$ cat src/hdl/ingress_pkg.sv
// Sizes are fixed here; NUM_PORTS must equal 2**PORT_IDX_W for the arbiter's wrap-around search
// BUF_DEPTH must equal 2**BUF_ADDR_W

package ingress_pkg;

    ////////////////////////////////////////
    // Port and bus sizes
    localparam int NUM_PORTS  = 4;
    localparam int PORT_IDX_W = 2;
    localparam int DATA_BYTES = 4;
    localparam int DATA_W     = 32;

    // Per-port packet buffer
    localparam int BUF_DEPTH  = 16;
    localparam int BUF_ADDR_W = 4;

    localparam int CNT_W      = 16;

    ////////////////////////////////////////
    // State encodings
    typedef enum logic {
        WR_ACCEPT = 1'b0,
        WR_DROP   = 1'b1
    } wr_state_t;

    typedef enum logic {
        ARB_IDLE = 1'b0,
        ARB_SEND = 1'b1
    } arb_state_t;

endpackage
$ cat src/hdl/ingress_top.sv
// Single clock domain; ingress ports have no ready and drop what does not fit
// out_user carries the source port of each output packet

`timescale 1ns/1ns

module ingress_top
    import ingress_pkg::*;
(
    input  logic                  core_clk_ifc,
    input  logic                  rst_n,
    input  logic [NUM_PORTS-1:0]  port_valid,
    input  logic [DATA_W-1:0]     port_data [NUM_PORTS],
    input  logic [DATA_BYTES-1:0] port_keep [NUM_PORTS],
    input  logic [NUM_PORTS-1:0]  port_last,
    input  logic [NUM_PORTS-1:0]  port_enable,
    input  logic [NUM_PORTS-1:0]  cnt_clear,
    output logic                  out_valid,
    output logic [DATA_W-1:0]     out_data,
    output logic [DATA_BYTES-1:0] out_keep,
    output logic                  out_last,
    output logic [PORT_IDX_W-1:0] out_user,
    input  logic                  out_ready,
    output logic [CNT_W-1:0]      frame_cnt [NUM_PORTS],
    output logic [NUM_PORTS-1:0]  buf_overflow
);

    logic [NUM_PORTS-1:0]  pkt_avail;
    logic [NUM_PORTS-1:0]  rd_en;
    logic [NUM_PORTS-1:0]  rd_last;
    logic [DATA_W-1:0]     rd_data [NUM_PORTS];
    logic [DATA_BYTES-1:0] rd_keep [NUM_PORTS];
    logic [NUM_PORTS-1:0]  frame_done;

    ////////////////////////////////////////
    // Per-port packet buffers
    for (genvar p = 0; p < NUM_PORTS; p++) begin : g_port
        ingress_port_buffer u_buf (
            .core_clk_ifc (core_clk_ifc),
            .rst_n        (rst_n),
            .enable       (port_enable[p]),
            .in_valid     (port_valid[p]),
            .in_last      (port_last[p]),
            .in_data      (port_data[p]),
            .in_keep      (port_keep[p]),
            .rd_en        (rd_en[p]),
            .pkt_avail    (pkt_avail[p]),
            .rd_last      (rd_last[p]),
            .rd_data      (rd_data[p]),
            .rd_keep      (rd_keep[p]),
            .frame_done   (frame_done[p]),
            .overflow     (buf_overflow[p])
        );
    end

    ingress_arbiter u_arb (
        .core_clk_ifc (core_clk_ifc),
        .rst_n        (rst_n),
        .pkt_avail    (pkt_avail),
        .rd_data      (rd_data),
        .rd_keep      (rd_keep),
        .rd_last      (rd_last),
        .rd_en        (rd_en),
        .out_valid    (out_valid),
        .out_last     (out_last),
        .out_data     (out_data),
        .out_keep     (out_keep),
        .out_user     (out_user),
        .out_ready    (out_ready)
    );

    ingress_frame_counters u_cnt (
        .core_clk_ifc (core_clk_ifc),
        .rst_n        (rst_n),
        .frame_done   (frame_done),
        .cnt_clear    (cnt_clear),
        .frame_cnt    (frame_cnt)
    );

endmodule

$ cat src/hdl/ingress_frame_counters.sv
// Counters wrap at 2**CNT_W
// Clear wins over a frame in the same cycle

`timescale 1ns/1ns

module ingress_frame_counters
    import ingress_pkg::*;
(
    input  logic                 core_clk_ifc,
    input  logic                 rst_n,
    input  logic [NUM_PORTS-1:0] frame_done,
    input  logic [NUM_PORTS-1:0] cnt_clear,
    output logic [CNT_W-1:0]     frame_cnt [NUM_PORTS]
);

    always_ff @(posedge core_clk_ifc) begin
        if (!rst_n) begin
            for (int p = 0; p < NUM_PORTS; p++) begin
                frame_cnt[p] <= '0;
            end
        end else begin
            for (int p = 0; p < NUM_PORTS; p++) begin
                if (cnt_clear[p]) begin
                    frame_cnt[p] <= '0;
                end else if (frame_done[p]) begin
                    frame_cnt[p] <= frame_cnt[p] + 1'b1;
                end
            end
        end
    end

endmodule

$ cat src/hdl/ingress_arbiter.sv
// Round-robin over whole packets; a granted packet is sent to its last word before the next grant
// The search wraps by index overflow, so NUM_PORTS must be a power of two

`timescale 1ns/1ns

module ingress_arbiter
    import ingress_pkg::*;
(
    input  logic                  core_clk_ifc,
    input  logic                  rst_n,
    input  logic [NUM_PORTS-1:0]  pkt_avail,
    input  logic [DATA_W-1:0]     rd_data [NUM_PORTS],
    input  logic [DATA_BYTES-1:0] rd_keep [NUM_PORTS],
    input  logic [NUM_PORTS-1:0]  rd_last,
    output logic [NUM_PORTS-1:0]  rd_en,
    output logic                  out_valid,
    output logic                  out_last,
    output logic [DATA_W-1:0]     out_data,
    output logic [DATA_BYTES-1:0] out_keep,
    output logic [PORT_IDX_W-1:0] out_user,
    input  logic                  out_ready
);

    arb_state_t            state;
    logic [PORT_IDX_W-1:0] grant;
    logic [PORT_IDX_W-1:0] prio_ptr;
    logic [PORT_IDX_W-1:0] pick;
    logic                  pick_valid;
    logic                  xfer;

    ////////////////////////////////////////
    // First requesting port from the priority pointer
    always_comb begin
        logic [PORT_IDX_W-1:0] idx;
        pick       = prio_ptr;
        pick_valid = 1'b0;
        for (int i = 0; i < NUM_PORTS; i++) begin
            idx = prio_ptr + PORT_IDX_W'(i);
            if (!pick_valid && pkt_avail[idx]) begin
                pick       = idx;
                pick_valid = 1'b1;
            end
        end
    end

    always_ff @(posedge core_clk_ifc) begin
        if (!rst_n) begin
            state    <= ARB_IDLE;
            grant    <= '0;
            prio_ptr <= '0;
        end else begin
            case (state)
                ARB_IDLE: begin
                    if (pick_valid) begin
                        grant    <= pick;
                        prio_ptr <= pick + 1'b1;
                        state    <= ARB_SEND;
                    end
                end
                ARB_SEND: begin
                    if (xfer && rd_last[grant]) begin
                        state <= ARB_IDLE;
                    end
                end
                default: state <= ARB_IDLE;
            endcase
        end
    end

    ////////////////////////////////////////
    // Output mux; the buffer word holds until its pop
    assign out_valid = (state == ARB_SEND);
    assign out_data  = rd_data[grant];
    assign out_keep  = rd_keep[grant];
    assign out_last  = rd_last[grant];
    assign out_user  = grant;
    assign xfer      = out_valid && out_ready;

    always_comb begin
        rd_en        = '0;
        rd_en[grant] = xfer;
    end

endmodule

$ cat src/hdl/ingress_port_buffer.sv
// Store-and-forward buffer; only whole committed packets are visible on the read side
// Ingress has no ready, so a packet that does not fit in free space is dropped whole

`timescale 1ns/1ns

module ingress_port_buffer
    import ingress_pkg::*;
(
    input  logic                  core_clk_ifc,
    input  logic                  rst_n,
    input  logic                  enable,
    input  logic                  in_valid,
    input  logic                  in_last,
    input  logic [DATA_W-1:0]     in_data,
    input  logic [DATA_BYTES-1:0] in_keep,
    input  logic                  rd_en,
    output logic                  pkt_avail,
    output logic                  rd_last,
    output logic [DATA_W-1:0]     rd_data,
    output logic [DATA_BYTES-1:0] rd_keep,
    output logic                  frame_done,
    output logic                  overflow
);

    logic [DATA_W-1:0]     mem_data [BUF_DEPTH];
    logic [DATA_BYTES-1:0] mem_keep [BUF_DEPTH];
    logic                  mem_last [BUF_DEPTH];

    // One extra pointer bit tells a full buffer from an empty one
    logic [BUF_ADDR_W:0]   wr_ptr;
    logic [BUF_ADDR_W:0]   commit_ptr;
    logic [BUF_ADDR_W:0]   rd_ptr;
    logic [BUF_ADDR_W:0]   used;

    wr_state_t             state;
    logic                  sop;
    logic                  full;
    logic                  wr_en;

    // Committed plus tentative words
    assign used  = wr_ptr - rd_ptr;
    assign full  = (used == (BUF_ADDR_W+1)'(BUF_DEPTH));
    assign wr_en = in_valid && (state == WR_ACCEPT) && !(sop && !enable) && !full;

    ////////////////////////////////////////
    // Storage
    always_ff @(posedge core_clk_ifc) begin
        if (wr_en) begin
            mem_data[wr_ptr[BUF_ADDR_W-1:0]] <= in_data;
            mem_keep[wr_ptr[BUF_ADDR_W-1:0]] <= in_keep;
            mem_last[wr_ptr[BUF_ADDR_W-1:0]] <= in_last;
        end
    end

    ////////////////////////////////////////
    // Write side and read pointer
    always_ff @(posedge core_clk_ifc) begin
        if (!rst_n) begin
            state      <= WR_ACCEPT;
            sop        <= 1'b1;
            wr_ptr     <= '0;
            commit_ptr <= '0;
            rd_ptr     <= '0;
            frame_done <= 1'b0;
            overflow   <= 1'b0;
        end else begin
            frame_done <= 1'b0;
            overflow   <= 1'b0;

            if (rd_en) begin
                rd_ptr <= rd_ptr + 1'b1;
            end

            if (in_valid) begin
                sop <= in_last;
                if (state == WR_DROP) begin
                    // Discard the rest of a dropped packet
                    if (in_last) begin
                        state <= WR_ACCEPT;
                    end
                end else if (sop && !enable) begin
                    // Enable is sampled on the first word only
                    if (!in_last) begin
                        state <= WR_DROP;
                    end
                end else if (full) begin
                    // Rewind the partial packet
                    wr_ptr   <= commit_ptr;
                    overflow <= 1'b1;
                    if (!in_last) begin
                        state <= WR_DROP;
                    end
                end else begin
                    wr_ptr <= wr_ptr + 1'b1;
                    if (in_last) begin
                        commit_ptr <= wr_ptr + 1'b1;
                        frame_done <= 1'b1;
                    end
                end
            end
        end
    end

    // Show-ahead read of committed words
    assign pkt_avail = (commit_ptr != rd_ptr);
    assign rd_data   = mem_data[rd_ptr[BUF_ADDR_W-1:0]];
    assign rd_keep   = mem_keep[rd_ptr[BUF_ADDR_W-1:0]];
    assign rd_last   = mem_last[rd_ptr[BUF_ADDR_W-1:0]];

endmodule

$ cat config.mk
export PLATFORM = sky130hd
export DESIGN_NAME = ingress_top
export DESIGN_NICKNAME = d
export VERILOG_FILES = /design/src/hdl/ingress_pkg.sv /design/src/hdl/ingress_top.sv /design/src/hdl/ingress_frame_counters.sv /design/src/hdl/ingress_arbiter.sv /design/src/hdl/ingress_port_buffer.sv
export SDC_FILE = /design/constraint.sdc
export NUM_CORES = 2
export LEC_CHECK = 0
export BUFFER_PORTS_ARGS = -buffer_cell sky130_fd_sc_hd__buf_4
export CAP_MARGIN = 20
export CORE_MARGIN = 2
export CORE_UTILIZATION = 67
export CTS_CLUSTER_SIZE = 40
export DETAILED_ROUTE_END_ITERATION = 6
export MAX_ROUTING_LAYER = met4
export PLACE_DENSITY = 0.85
export SLEW_MARGIN = 15
export SYNTH_ARGS = -nofsm -noshare
export SYNTH_HDL_FRONTEND = slang
export SYNTH_HIERARCHICAL = 1
export SYNTH_SLANG_ARGS = --single-unit
export TNS_END_PERCENT = 30
$ cat constraint.sdc
create_clock -name core_clk_ifc -period 14.48 [get_ports core_clk_ifc]
set_input_delay 2.896 -clock core_clk_ifc [delete_from_list [all_inputs] [get_ports core_clk_ifc]]
set_output_delay 2.896 -clock core_clk_ifc [all_outputs]
set_load 0.01 [all_outputs]
---- Word level (Yosys, flattened, before mapping) ----
Memory sizes are Yosys's and may differ from the RTL's. A register that Yosys moved wholly into a read port is not among the register bits.
Cells that the tools add are included.
cells by class
  magnitude comparators ................... 7
  shifts and indexed selects .............. 0
  muxes and demuxes ....................... 88
  $mul .................................... 0
  $add $sub $neg .......................... 20
  divide/modulo/power cells ............... 0
  bitwise gates (word level) .............. 20
  eq/ne operators ......................... 8
  reduce and logical (&&, ||, !) cells .... 58
operator list
  cell                   number
  $mux 4                 26
  $add 16x1->16 const B  4
  $bmux 32 s2            1
  $mux 32                2
  $mux 1                 44
  $add 5x1->5 const B    8
  $logic_and 1x1->1      22
  $eq 5x5->1 const B     4
  $mux 5                 4
  $ne 5x5->1             4
  $reduce_and 5->1       4
  $reduce_or 5->1        4
  $sub 5x5->5            4
  $not 1->1              18
  $reduce_or 4->1        4
  $logic_not 1->1        15
  $lt 2x3->1 const B     5
  $reduce_and 3->1       4
  $bmux 1 s2             5
  $bmux 4 s2             1
  $reduce_or 2->1        4
  $mux 2                 3
  $add 2x1->2 const B    2
  $add 2x2->2 const B    2
  7 further kinds        7
word-level totals
  bits in read-only memories .............. 0
  logic and storage cells ................. 248
  register bits after elaboration ......... 145
  bits in writable memories ............... 2368
  memories kept ........................... 12
  latch bits .............................. 0
  output and inout port bits .............. 108
memories
  name                      depth  bits a word  rd ports  clocked after memory_dff  wr ports  RTL line                   RTL
  g_port[0].u_buf.mem_data  16     32           1         1                         1         ingress_port_buffer.sv:25  logic [DATA_W-1:0] mem_data [BUF_DEPTH];
  g_port[1].u_buf.mem_data  16     32           1         1                         1         ingress_port_buffer.sv:25
  g_port[2].u_buf.mem_data  16     32           1         1                         1         ingress_port_buffer.sv:25
  g_port[3].u_buf.mem_data  16     32           1         1                         1         ingress_port_buffer.sv:25
  g_port[0].u_buf.mem_keep  16     4            1         1                         1         ingress_port_buffer.sv:26  logic [DATA_BYTES-1:0] mem_keep [BUF_DEPTH];
  g_port[1].u_buf.mem_keep  16     4            1         1                         1         ingress_port_buffer.sv:26
  +6 memories               n/a    n/a          n/a       n/a                       n/a       n/a

---- Logic depth before layout (Yosys ltp) ----
  depth in word-level cells ............... 15
  depth in mapped cells ................... 9

---- By module ----
The synthesis kept the hierarchy.
by module, submodules not included
  module                                  area an instance (um2)  cells each  instances
  ingress_port_buffer at g_port[3].u_buf  23772.8                 976         1
  ingress_port_buffer at g_port[2].u_buf  23769.0                 976         1
  ingress_port_buffer at g_port[1].u_buf  23767.8                 976         1
  ingress_port_buffer at g_port[0].u_buf  23711.5                 977         1
  ingress_frame_counters                  2821.5                  329         1
  ingress_arbiter                         1236.2                  94          1

---- Worst setup path before layout ----
OpenSTA, ideal clock, no wires.
  path kind ............................... input -> register
  from .................................... input port port_enable[1]
  to ...................................... memory g_port[1].u_buf.mem_data[0][0] (enable)
  buffers on the path ..................... 1
  cell stages on the path ................. 5
  data arrival time ....................... 6.280 ns
  path slack .............................. 7.723 ns
  required time ........................... 14.003 ns
  cell sequence ........................... nor2b_1 -> nor3b_1 -> clkbuf_1 -> nand3_1 -> nor3_1
on the way
  word-level cells in the longest chain between the ends .. 7
RTL lines
  what                            RTL line                   RTL
  from (decl)                     ingress_top.sv:15          input logic [NUM_PORTS-1:0] port_enable,
  $logic_not 1->1                 ingress_port_buffer.sv:43  assign wr_en = in_valid && (state == WR_ACCEPT) && !(sop && !enable) && !full;
  $logic_and 1x1->1               ingress_port_buffer.sv:43
  $logic_not 1->1                 ingress_port_buffer.sv:43
  $logic_and 1x1->1 (2 in a row)  ingress_port_buffer.sv:43
  $mux 1                          ingress_port_buffer.sv:48  if (wr_en) begin
  $mux 1 (not written as such)    ingress_port_buffer.sv:49  mem_data[wr_ptr[BUF_ADDR_W-1:0]] <= in_data;
  to (decl)                       ingress_port_buffer.sv:25
No other way between the ends.

==> impl_metrics.ini <==
[routing]
remaining_drc_errors = 0
dr.pass1.iters = 6
dr.first_iter.drc_count = 10000
wire_per_inst_um = 42.0
viasPerCell = 7.51
ant_nets = 0
vias = 51800
wl_um = 289000

[setup_path]
cp_max_fo = 54
critPathArrivalTime_ns = 6.09
path_class = flip-flop to primary output
slowest_delay_ns = 0.94
end_kind = primary output
cp-start-kind = flip-flop
required_ns = 11.58
cpMaxStageDelayCell = dfxtp_4
cpMostUsedCell = buf_4
crit_chain = buf_4 -> buf_4 -> mux4_1 -> mux4_2 -> mux4_2 -> buf_4

[timing]
worst_slew_pin_slew_ns = 1.17
finalSetupViolCount = 0
slew_viol_final = 0
clock.fmax_mhz = 111
layout_min_cycle_time_ns = 8.98
period_share = 0.620
hold_violations = 0
setup_slack_ns = 5.50
final.setup.tns_ns = 0
rsz0062_at_grt = no
fin_skew_ns = 0.0732
relSlewSlack = 0.223

[power_and_ir_drop]
leakagePower_nw = 34.5
pwr-share-seq = 0.526
p_int_mw = 11.9
p_sw_frac = 0.235
vdd_drop_max_uv = 150
power_switching_mw = 3.66
combPwrFrac = 0.081
finalPower_mw = 15.5
clkPwrFrac = 0.393
p_per_area_nw_per_um2 = 140

[synthesis]
seq_area_frac_synth = 0.750
syn_inst = 4328
synth.ff_latch_count = 2529
yosys_warnings = 6
synthFlopType = edfxtp_1
syn_area_per_cell_um2 = 22.9
netlist_area_um2 = 99100
syn_nets = 4531
async_flop_share = 0
synth-edff-count = 2368
synth_cell_types = 56

[finish]
nets = 4915
areaGrowthSynthToFinish_pct = 11.8
seqCellArea_um2 = 74400
multi_input_area_um2 = 23500
drive_above_1_share = 0.269
fill_cells = 7053
finalInstanceArea_um2 = 111000
final_common_cell = edfxtp_1
stdcell_count = 6898
mostFrequentLayoutCells = 2368 x edfxtp_1, 536 x mux4_2, 369 x buf_4

[grt]
grt_pass1_wl_um = 399000
grt_pass1_vias = 50900
antenna_found_initial = 68
grt_max_degree = 81
grt_use_total = 0.396
grt-ovfl-total = 0

[die]
initial_utilization = 0.673
dieArea_um2 = 151000
die_h_um = 389
coreArea_um2 = 147000
pin_count = 271
dieWidth_um = 389
fp-row-count = 141

[clocking]
cts_resized = 0
htreeDepth = 4
cts_buffers = 232
clkTransAtPathRegs_ns = 0.07
clock_path_buffers = 3
post-cts-setup-buffer-count = 0
cts_tree = done
clk_latency_ns = 0.89
cts-root-buf = clkbuf_16
cts_hold_buf = 0
cts.sinks = 2529

[run]
drv_cap = 0

[placement]
pre_cts_ws_ns = 6.53
hpwl_um = 145000
gp_congestion = 0.832
port-buffer-count = 270
dp_cells = 6407
place_area_um2 = 103000

[outcome]
status = finished clean

[hold_path]
holdCritPathClass = flip-flop to flip-flop
final cells by class:
| cell class | count | area share |
|---|---|---|
| inverters | 48 | 0.00163 |
| clock buffers | 292 | 0.0555 |
| clock inverters | 128 | 0.0106 |
| flip-flops and latches | 2529 | 0.672 |
| well taps | 1930 | 0.0218 |
| multi-input cells | 1531 | 0.212 |
| repair buffers | 370 | 0.0251 |
| diodes | 70 | 0.00158 |
path summary, 6_finish.rpt:
path                                          from                          endpoint  slack [ns]  cells past startpoint
setup / recovery                         flip-flop                      out_data[13]        5.50                      6
hold / removal    g_port[0].u_buf/sop$_SDFFE_PN1P_  g_port[0].u_buf/sop$_SDFFE_PN1P_        0.45                      2
setup reg to reg                         flip-flop        u_arb/out_valid$_SDFF_PN0_        9.93                      8
hold reg to reg   g_port[0].u_buf/sop$_SDFFE_PN1P_  g_port[0].u_buf/sop$_SDFFE_PN1P_        0.45                      2
stage by stage:
step           utilization  hold slack [ns]
2_1_floorplan            -            0.426
3_5_place_dp         0.701            0.442
4_1_cts              0.751            0.451
6_report             0.752            0.448
3_3_place_gp         0.701            0.439
5_1_grt              0.752            0.481
logic make-up (layout without fill, tap and decap cells):
family / count (synthesis) / after routing / synth area share
other: 0 / 70 / 0
xor gates and xnor gates: 95 / 95 / 0.00840
muxes: 794 / 794 / 0.187
buffers and inverters: 268 / 838 / 0.0171
adders and majority gates: 40 / 40 / 0.00505
AOI/OAI and AO/OA: 136 / 136 / 0.00880
DFF: 2529 / 2529 / 0.750
and+or+nand+nor: 466 / 466 / 0.0230
synth_stat cells (all sizes together) (13+ instances only):
library cell	instances	share of area
edfxtp	2368	0.72
mux4	777	0.19
dfxtp	161	0.033
nor2	158	0.0060
buf	120	0.011
clkbuf	98	0.0038
nand2	69	0.0026
xnor2	64	0.0057
nor3	57	0.0029
nand3	52	0.0026
inv	48	0.0018
a21oi	47	0.0024
ha	40	0.0051
nand4	33	0.0022
o21ai	32	0.0016
xor2	31	0.0027
nand2b	20	0.0013
mux2i	17	0.0017
and2	16	0.0010
nor4	13	0.00082
power by group through the flow:
stage | registers [mW] | logic [mW] | clock network, mW
final | 8.18 | 1.25 | 6.11
after global routing | 8.18 | 1.26 | 6.36
after CTS | 8.18 | 1.20 | 6.11
after detailed placement | 8.33 | 1.15 | 0
after global placement | 8.32 | 1.11 | 0
after floorplan | 8.25 | 0.700 | 0
metal layers:
metal	part of all wire	global-route usage	vias to the layer above
met5	0	-	-
met4	0.064	0.212	0
met3	0.14	0.0981	899
met2	0.48	0.603	5007
met1	0.31	0.500	26600
li1	-	-	19300
critical path: cells and delay by family (launching register included):
kind	cells	cell delay, ns
DFF	1	0.94
muxes	3	2.00
buffers and inverters	3	2.06
registers in the layout (all words and copies together), names as in the netlist, 4 cells and up, named ones only:
name / flops
u_cnt/frame_cnt: 64
g_port.u_buf/mem_keep: 256
g_port.u_buf/state: 4
g_port.u_buf/sop: 4
g_port.u_buf/wr_ptr: 20
g_port.u_buf/commit_ptr: 20
g_port.u_buf/rd_ptr: 20
g_port.u_buf/mem_last: 64
g_port.u_buf/mem_data: 2048
g_port.u_buf/frame_done: 4
g_port.u_buf/overflow: 4
Note: power is estimated with default switching activity, not from simulation.
